<file path="src/bp_pkg.sv">
// branch predictor update types
package bp_pkg;

    localparam int QUEUE_DEPTH = 8;
    localparam int QPTR_W      = 3;
    localparam int BTB_ENTRIES = 16;
    localparam int BTB_IDX_W   = 4;
    localparam int CTR_ENTRIES = 64;
    localparam int CTR_IDX_W   = 6;
    localparam int BTB_TAG_W   = 30 - BTB_IDX_W - 1;   // pc bits above the btb index

    typedef logic [29:0]          word_addr_t;
    typedef logic [1:0]           ctr_t;
    typedef logic [QPTR_W-1:0]    qptr_t;
    typedef logic [QPTR_W:0]      qcnt_t;
    typedef logic [BTB_IDX_W-1:0] btb_idx_t;
    typedef logic [BTB_TAG_W-1:0] btb_tag_t;
    typedef logic [CTR_IDX_W-1:0] ctr_idx_t;

    typedef enum logic [2:0] {
        NOT_JUMP      = 3'd0,
        DIRECT_JUMP   = 3'd1,
        CALL          = 3'd2,
        RET           = 3'd3,
        INDIRECT_JUMP = 3'd4,
        OTHER_JUMP    = 3'd5
    } br_kind_e;

    // choice is the counter as read at prediction time
    typedef struct packed {
        logic       taken;
        br_kind_e   kind;
        word_addr_t npc;
        ctr_t       choice;
    } pred_t;

    typedef struct packed {
        word_addr_t pc;
        pred_t      pred;
        logic       act_taken;
        br_kind_e   act_kind;
        word_addr_t act_npc;
    } resolved_t;

    typedef struct packed {
        logic [1:0]      lane_valid;
        resolved_t [1:0] lane;       // lane 0 older
    } exec_pair_t;

    typedef struct packed {
        resolved_t res;
        logic      mispredict;
    } queue_entry_t;

    typedef struct packed {
        word_addr_t pc;
        pred_t      pred;
        logic       taken;
        br_kind_e   kind;
        word_addr_t npc;
    } update_rec_t;

endpackage

</file>
<file path="src/br_resolve.sv">
// branch resolve stage
module br_resolve (
    input  logic                       clk,
    input  logic                       rstn,
    input  bp_pkg::exec_pair_t         exec_pair,
    input  logic                       exec_valid,
    output logic                       exec_ready,
    output bp_pkg::queue_entry_t [1:0] res_pair,
    output logic [1:0]                 res_lane_valid,
    output logic                       res_valid,
    input  logic                       res_ready,
    output logic                       redirect_valid,
    output bp_pkg::word_addr_t         redirect_pc
);
    import bp_pkg::*;

    logic       run;            // low for the first cycle out of reset
    logic       stage_valid;
    logic       take;
    logic [1:0] mispredict;
    logic [1:0] keep;
    resolved_t  mp_lane;

    function automatic logic lane_mispredict(resolved_t r);
        return (r.pred.taken != r.act_taken) ||
               (r.pred.taken && r.act_taken && (r.pred.npc != r.act_npc));
    endfunction

    assign exec_ready = run && (!stage_valid || res_ready);
    assign take       = exec_valid && exec_ready;
    assign res_valid  = stage_valid;

    always_comb begin
        for (int i = 0; i < 2; i++) begin
            mispredict[i] = exec_pair.lane_valid[i] && lane_mispredict(exec_pair.lane[i]);
        end
        keep[0] = exec_pair.lane_valid[0];
        keep[1] = exec_pair.lane_valid[1] && !mispredict[0];   // younger lane is on the wrong path
        mp_lane = mispredict[0] ? exec_pair.lane[0] : exec_pair.lane[1];
    end

    always_ff @(posedge clk or negedge rstn) begin
        if (!rstn) begin
            run            <= 1'b0;
            stage_valid    <= 1'b0;
            redirect_valid <= 1'b0;
        end else begin
            run            <= 1'b1;
            redirect_valid <= take && (mispredict != 2'b00);
            if (take)
                stage_valid <= 1'b1;
            else if (res_ready)
                stage_valid <= 1'b0;
        end
    end

    always_ff @(posedge clk) begin
        if (take) begin
            for (int i = 0; i < 2; i++) begin
                res_pair[i].res        <= exec_pair.lane[i];
                res_pair[i].mispredict <= mispredict[i];
            end
            res_lane_valid <= keep;
            // fall through when the branch was actually not taken
            redirect_pc <= mp_lane.act_taken ? mp_lane.act_npc
                                             : mp_lane.pc + word_addr_t'(1);
        end
    end

endmodule

</file>
<file path="src/update_queue.sv">
// resolved branch update queue
module update_queue (
    input  logic                       clk,
    input  logic                       rstn,
    input  bp_pkg::queue_entry_t [1:0] res_pair,
    input  logic [1:0]                 res_lane_valid,
    input  logic                       res_valid,
    output logic                       res_ready,
    output logic                       upd_valid,
    output bp_pkg::update_rec_t        upd_rec
);
    import bp_pkg::*;

    queue_entry_t mem [QUEUE_DEPTH];

    qptr_t        head;
    qptr_t        tail;
    qptr_t        head_nxt;
    qptr_t        tail_nxt;
    qcnt_t        count;

    queue_entry_t e;
    queue_entry_t f;
    logic         has_e;
    logic         has_f;
    logic         adjacent;
    logic         pop_one;
    logic         pop_two;
    logic         push;
    logic [1:0]   n_push;
    logic [1:0]   n_pop;
    update_rec_t  rec_d;

    function automatic br_kind_e merge_kind(br_kind_e a, br_kind_e b);
        br_kind_e k;
        if (a == DIRECT_JUMP || b == DIRECT_JUMP)
            k = DIRECT_JUMP;
        else if (a == CALL || b == CALL)
            k = CALL;
        else if (a == RET || b == RET)
            k = RET;
        else if (a == INDIRECT_JUMP || b == INDIRECT_JUMP)
            k = INDIRECT_JUMP;
        else if (a == OTHER_JUMP || b == OTHER_JUMP)
            k = OTHER_JUMP;
        else
            k = NOT_JUMP;
        return k;
    endfunction

    assign head_nxt  = head + qptr_t'(1);
    assign tail_nxt  = tail + qptr_t'(1);
    assign res_ready = count <= qcnt_t'(QUEUE_DEPTH - 2);   // room for a full pair
    assign push      = res_valid && res_ready;
    assign n_push    = push ? {1'b0, res_lane_valid[0]} + {1'b0, res_lane_valid[1]} : 2'd0;

    assign e        = mem[head];
    assign f        = mem[head_nxt];
    assign has_e    = count != '0;
    assign has_f    = count > qcnt_t'(1);
    assign adjacent = has_f && (f.res.pc == e.res.pc + word_addr_t'(1));

    // even slot with its partner right behind it
    assign pop_two = adjacent && !e.res.pc[0] && !e.mispredict;
    // any F here is either not the partner or E cannot pair with it
    assign pop_one = has_e && !pop_two && (e.res.pc[0] || e.mispredict || has_f);
    assign n_pop   = pop_two ? 2'd2 : (pop_one ? 2'd1 : 2'd0);

    always_comb begin
        rec_d.pc   = e.res.pc;
        rec_d.pred = e.res.pred;
        if (pop_two) begin
            rec_d.taken = e.res.act_taken || f.res.act_taken;
            rec_d.kind  = merge_kind(e.res.act_kind, f.res.act_kind);
            rec_d.npc   = e.res.act_taken ? e.res.act_npc : f.res.act_npc;
        end else begin
            rec_d.taken = e.res.act_taken;
            rec_d.kind  = e.res.act_kind;
            rec_d.npc   = e.res.act_npc;
        end
    end

    always_ff @(posedge clk or negedge rstn) begin
        if (!rstn) begin
            head      <= '0;
            tail      <= '0;
            count     <= '0;
            upd_valid <= 1'b0;
        end else begin
            tail      <= tail + qptr_t'(n_push);
            head      <= head + qptr_t'(n_pop);
            count     <= count + qcnt_t'(n_push) - qcnt_t'(n_pop);
            upd_valid <= pop_one || pop_two;
        end
    end

    always_ff @(posedge clk) begin
        if (push) begin
            if (res_lane_valid[0]) begin
                mem[tail] <= res_pair[0];
                if (res_lane_valid[1])
                    mem[tail_nxt] <= res_pair[1];
            end else if (res_lane_valid[1]) begin
                mem[tail] <= res_pair[1];   // lone younger lane
            end
        end
    end

    always_ff @(posedge clk) begin
        if (pop_one || pop_two)
            upd_rec <= rec_d;
    end

endmodule

</file>
<file path="src/pred_tables.sv">
// btb and direction counters
module pred_tables (
    input  logic                clk,
    input  logic                rstn,
    input  logic                upd_valid,
    input  bp_pkg::update_rec_t upd_rec,
    input  bp_pkg::word_addr_t  lookup_pc,
    output bp_pkg::pred_t       lookup_pred
);
    import bp_pkg::*;

    logic       btb_valid  [BTB_ENTRIES];
    btb_tag_t   btb_tag    [BTB_ENTRIES];
    br_kind_e   btb_kind   [BTB_ENTRIES];
    word_addr_t btb_target [BTB_ENTRIES];
    ctr_t       ctr        [CTR_ENTRIES];

    ctr_idx_t   upd_ctr_idx;
    btb_idx_t   upd_btb_idx;
    ctr_t       ctr_next;

    ctr_idx_t   lk_ctr_idx;
    btb_idx_t   lk_btb_idx;
    ctr_t       lk_ctr;
    logic       lk_hit;
    logic       lk_taken;

    function automatic ctr_idx_t ctr_index(word_addr_t pc);
        return pc[CTR_IDX_W:1];
    endfunction

    function automatic btb_idx_t btb_index(word_addr_t pc);
        return pc[BTB_IDX_W:1];
    endfunction

    function automatic btb_tag_t btb_tag_of(word_addr_t pc);
        return pc[29:BTB_IDX_W+1];
    endfunction

    assign upd_ctr_idx = ctr_index(upd_rec.pc);
    assign upd_btb_idx = btb_index(upd_rec.pc);

    // saturating step from the value seen at prediction
    always_comb begin
        ctr_next = upd_rec.pred.choice;
        if (upd_rec.taken && ctr_next != 2'd3)
            ctr_next = ctr_next + 2'd1;
        else if (!upd_rec.taken && ctr_next != 2'd0)
            ctr_next = ctr_next - 2'd1;
    end

    always_ff @(posedge clk or negedge rstn) begin
        if (!rstn) begin
            for (int i = 0; i < CTR_ENTRIES; i++) begin
                ctr[i] <= '0;
            end
            for (int i = 0; i < BTB_ENTRIES; i++) begin
                btb_valid[i] <= 1'b0;
            end
        end else if (upd_valid) begin
            ctr[upd_ctr_idx] <= ctr_next;
            if (upd_rec.taken)
                btb_valid[upd_btb_idx] <= 1'b1;
        end
    end

    // only taken packets allocate
    always_ff @(posedge clk) begin
        if (upd_valid && upd_rec.taken) begin
            btb_tag[upd_btb_idx]    <= btb_tag_of(upd_rec.pc);
            btb_kind[upd_btb_idx]   <= upd_rec.kind;
            btb_target[upd_btb_idx] <= upd_rec.npc;
        end
    end

    assign lk_ctr_idx = ctr_index(lookup_pc);
    assign lk_btb_idx = btb_index(lookup_pc);
    assign lk_ctr     = ctr[lk_ctr_idx];
    assign lk_hit     = btb_valid[lk_btb_idx] && (btb_tag[lk_btb_idx] == btb_tag_of(lookup_pc));
    assign lk_taken   = lk_hit && lk_ctr[1];

    always_comb begin
        lookup_pred.choice = lk_ctr;
        lookup_pred.taken  = lk_taken;
        lookup_pred.kind   = lk_hit ? btb_kind[lk_btb_idx] : NOT_JUMP;
        if (lk_taken)
            lookup_pred.npc = btb_target[lk_btb_idx];
        else
            lookup_pred.npc = {lookup_pc[29:1], 1'b0} + word_addr_t'(2);   // next packet
    end

endmodule

</file>
<file path="src/bp_update_top.sv">
// predictor update path top
module bp_update_top (
    input  logic                clk,
    input  logic                rstn,
    input  bp_pkg::exec_pair_t  exec_pair,
    input  logic                exec_valid,
    output logic                exec_ready,
    output logic                redirect_valid,
    output bp_pkg::word_addr_t  redirect_pc,
    output logic                upd_valid,
    output bp_pkg::update_rec_t upd_rec,
    input  bp_pkg::word_addr_t  lookup_pc,
    output bp_pkg::pred_t       lookup_pred
);
    import bp_pkg::*;

    queue_entry_t [1:0] res_pair;
    logic [1:0]         res_lane_valid;
    logic               res_valid;
    logic               res_ready;

    br_resolve br_resolve_i (
        .clk            (clk),
        .rstn           (rstn),
        .exec_pair      (exec_pair),
        .exec_valid     (exec_valid),
        .exec_ready     (exec_ready),
        .res_pair       (res_pair),
        .res_lane_valid (res_lane_valid),
        .res_valid      (res_valid),
        .res_ready      (res_ready),
        .redirect_valid (redirect_valid),
        .redirect_pc    (redirect_pc)
    );

    update_queue update_queue_i (
        .clk            (clk),
        .rstn           (rstn),
        .res_pair       (res_pair),
        .res_lane_valid (res_lane_valid),
        .res_valid      (res_valid),
        .res_ready      (res_ready),
        .upd_valid      (upd_valid),
        .upd_rec        (upd_rec)
    );

    // records also leave the top for the return-address stack
    pred_tables pred_tables_i (
        .clk         (clk),
        .rstn        (rstn),
        .upd_valid   (upd_valid),
        .upd_rec     (upd_rec),
        .lookup_pc   (lookup_pc),
        .lookup_pred (lookup_pred)
    );

endmodule

</file>
<file path="config.mk">
export PLATFORM = sky130hd
export DESIGN_NAME = bp_update_top
export DESIGN_NICKNAME = d
export VERILOG_FILES = /design/src/bp_pkg.sv /design/src/br_resolve.sv /design/src/update_queue.sv /design/src/pred_tables.sv /design/src/bp_update_top.sv
export SDC_FILE = /design/constraint.sdc
export NUM_CORES = 2
export LEC_CHECK = 0
export BUFFER_PORTS_ARGS = -buffer_cell sky130_fd_sc_hd__buf_2
export CAP_MARGIN = 20
export CORE_MARGIN = 2
export CORE_UTILIZATION = 62
export DETAILED_ROUTE_END_ITERATION = 7
export PLACE_DENSITY = 0.91
export RECOVER_POWER = 25
export SYNTH_ARGS = -nofsm -noshare
export SYNTH_HDL_FRONTEND = slang
export SYNTH_SLANG_ARGS = --single-unit
</file>
<file path="constraint.sdc">
create_clock -name clk -period 11 [get_ports clk]
set_input_delay 2.2 -clock clk [delete_from_list [all_inputs] [get_ports clk]]
set_output_delay 2.2 -clock clk [all_outputs]
set_load 0.01 [all_outputs]
</file>
==> results by group <==
Status
  • Status: complete, but fails checks
  • Failing checks: max-capacitance violations, max-slew violations

Placed design
  • Worst slack at placement: 1.269 ns
  • Cells after DPL: 8857
  • Area post-placement: 105200 um^2
  • Dpl hpwl: 186100 um
  • Routability cong.: 0.9868
  • I/O Buffers: 402

Clock network
  • Num CTS Buffers: 211
  • Post-CTS Resized: 0
  • TritonCTS clock tree: yes
  • H-tree levels: 4
  • Hold_buf cts: 0
  • Clock Sinks: 2228
  • Clk_lat worst skew: 0.87 ns
  • Clk slew on worst S/H paths: 0.07 ns
  • Root Buffer: clkbuf_16
  • Post-CTS Setup Repair Bufs: 0
  • CTS max path bufs: 3

Global route
  • Number of global-route vias before repair: 66.14k
  • GRT Overall Usage: 37.90%
  • Initial antenna violation count: 30
  • Total grt overflow: 0
  • Global-route wire length before repair: 455000 um
  • Largest net degree at the start of global routing: 122

Logic synthesis
  • Post-Synthesis Cells: 6685
  • Mapped cell area: 101500 um^2
  • Post-synthesis sequential area ratio: 65.12%
  • Mux cell area share after synthesis: 18.24%
  • Asr flop ratio synth: 7.092%
  • Commonest cells post-synth: edfxtp_1, nor2_1, a21oi_1
  • Post-synthesis compound-gate area fraction: 5.525%
  • Syn nets: 6941
  • Xor/xnor share of the synthesized area: 1.677%
  • Largest area contributor in the netlist: edfxtp_1
  • Largest family of logic cells by synthesized area: multiplexers
  • Ys flop type: edfxtp_1
  • Yosys warning total: 0
  • Simple-Gate Fraction of Synth Area: 6.645%
  • Post-synth EDFFs: 2070
  • Library cells used by synthesis: 88
  • Synth top area share: 61.23%
  • Count leader, synth: edfxtp_1
  • Adder-cell share of the synthesized area: 0.2884%
  • Flops & latches, synth: 2228
  • Largest cells by area after synthesis: edfxtp_1, mux4_2, a21oi_1
  • Avg Inst Size Synth: 15.19 um^2

Final layout
  • Layout Area Growth over Synthesis: 10.13%
  • Cell Count, Final, Fillers Out: 9255
  • Layout cells sized above 1: 19.62%
  • Fill count: 9683
  • Nets: 7159
  • Cell area after layout: 111800 um^2

Power
  • Worst IR Drop VDD: 0.2850 mV
  • P per Cell Area: 259.5 nW/um^2
  • Leak: 38.60 nW
  • Design Power: 29.02 mW

Critical path
  • CP Class: in -> out
  • Crit path DAT: 7.79 ns
  • Cells on worst reg2reg path: 13
  • CP Launch Type: primary input
  • CP max FO: 66
  • Worst Setup End Kind: output port
  • Capturing point of the worst reg2reg path: update_queue_i.upd_rec[4]$_DFFE_PP_
  • Crit path from: lookup_pc[1]
  • Crit path capture: lookup_pred[14]
  • FF-to-FF setup slack: 3.34 ns
  • Worst path required time: 8.80 ns
  • RR Startpoint: update_queue_i.head[0]$_DFF_PN0_

Timing
  • Unrepaired setup endpoints after global routing: false
  • Slew Viols, Final: 150
  • Worst-margin pin slew: 5.184 ns
  • Tmin final: 9.995 ns
  • Setup TNS: 0 ns
  • Hold Violations, Final: 0
  • Setup-failing EPs final: 0
  • Clk_skew: 0.04398 ns
  • Period utilization: 90.86%
  • Fmax: 100.1 MHz
  • Final worst slack: 1.005 ns
  • Slew margin rel.: -245.6%

Die
  • Initial Utilization: 62.37%
  • Total core area: 162800 um^2
  • Die width: 408.7 um
  • Die area: 167000 um^2
  • IO Pins: 404
  • Row count: 148
  • Die Span Y: 408.7 um

Routing
  • DRT Wirelength: 319900 um
  • Wire length per cell: 34.57 um
  • Initial DRT Pass Iterations: 7
  • Vias per cell: 7.286
  • DRT iter0 DRCs: 12.89k
  • Number of remaining DRC errors: 0
  • Vias: 67.43k
  • ANT nets after route: 0

Worst hold path
  • Min-Delay Path Class: reg -> reg

Job
  • Max-Cap Viols: 3
==> registers in the layout, indices dropped and copies added (netlist names), 4 cells and up <==
signal and flops:
pred_tables_i.btb_kind 48, update_queue_i.mem 808, br_resolve_i.redirect_pc 30, br_resolve_i.res_pair 202, pred_tables_i.btb_tag 400, pred_tables_i.btb_target 480
pred_tables_i.ctr 128, pred_tables_i.btb_valid 16, update_queue_i.upd_rec 100, update_queue_i.count 4
==> per-stage QoR <==
step                hold WS, ns  util (%)
floorplan                0.4337         -
global placement         0.4456     64.66
detailed placement       0.4513     64.66
CTS                      0.4651     68.71
global route             0.4735     68.67
finish                   0.4670     68.69
==> cells by family after synthesis <==
group | count (synthesis)
flip-flops | 2228
AND/OR/NAND/NOR | 1599
AO/OA/AOI/OAI | 1078
multiplexers | 993
buffers and inverters | 573
XOR/XNOR | 192
adder cells (fa/ha/maj) | 21
other | 1
==> layer usage <==
| metal | vias up | part of all wire [%] | wire, um | global-route usage (%) |
|---|---|---|---|---|
| met3 | 1735 | 16 | 51450 | 12.83 |
| met1 | 32320 | 29 | 93360 | 45.57 |
| li1 | 26130 | - | - | - |
| met5 | - | 0.072 | 230 | 0 |
| met4 | 34 | 8.5 | 27350 | 24.28 |
| met2 | 7215 | 46 | 147600 | 59.05 |
==> placed cells by master (no fill, tap or decap), types with 38 or more instances in the layout <==
cell type,instances
nand4_1,39
dfrtp_1,155
clkbuf_16,214
mux4_2,559
o21ai_0,98
clkbuf_1,242
edfxtp_1,2070
nor2_1,981
mux4_4,86
mux2_2,38
buf_2,209
mux2i_1,293
inv_1,52
xnor2_1,117
a21oi_1,914
xor2_1,72
clkinv_1,40
nand3_1,55
nand2_1,312
buf_4,110
==> where the power goes <==
group,internal [mW],leakage (nW),switching (mW)
clock,3.93,3.22,3.22
sequential,11.4,20.8,1.25
combinational,3.55,14.5,5.65
==> cell type report <==
class,instances,area (um^2),share of cell area (%)
Antenna cell,11,27.53,0.02462
Clock buffer,270,5615,5.023
Clock inverter,109,984.7,0.8807
Inverter,56,220.2,0.1970
Multi-Input combinational cell,3884,33250,29.74
Sequential cell,2228,66120,59.14
Tap cell,2175,2721,2.434
Timing Repair Buffer,522,2855,2.554
==> worst min path at each step <==
stage	slack [ns]	endpoint	cells after the start	startpoint
after floorplan	0.43	pred_tables_i.btb_valid[14]$_DFFE_PN0P_	1	pred_tables_i.btb_valid[14]$_DFFE_PN0P_
after global placement	0.45	pred_tables_i.btb_valid[1]$_DFFE_PN0P_	1	pred_tables_i.btb_valid[1]$_DFFE_PN0P_
after detailed placement	0.45	pred_tables_i.btb_valid[7]$_DFFE_PN0P_	1	pred_tables_i.btb_valid[7]$_DFFE_PN0P_
after CTS	0.47	pred_tables_i.btb_valid[14]$_DFFE_PN0P_	1	pred_tables_i.btb_valid[14]$_DFFE_PN0P_
after global routing	0.47	pred_tables_i.btb_valid[14]$_DFFE_PN0P_	1	pred_tables_i.btb_valid[14]$_DFFE_PN0P_
final	0.47	pred_tables_i.btb_valid[14]$_DFFE_PN0P_	1	pred_tables_i.btb_valid[14]$_DFFE_PN0P_
==> critical path, cell delays in order <==
cell      delay (ns)
buf_8           0.57
mux4_2          0.64
nor2b_1         0.17
a211oi_1        0.29
a21oi_1         0.13
xnor2_1         0.34
nand4_1         0.19
nor4_1          0.59
nand4_1         0.19
or4_1           0.83
nor2b_4         0.95
mux2_2          0.45
buf_2           0.15
Note: power is estimated with default switching activity, not from simulation.
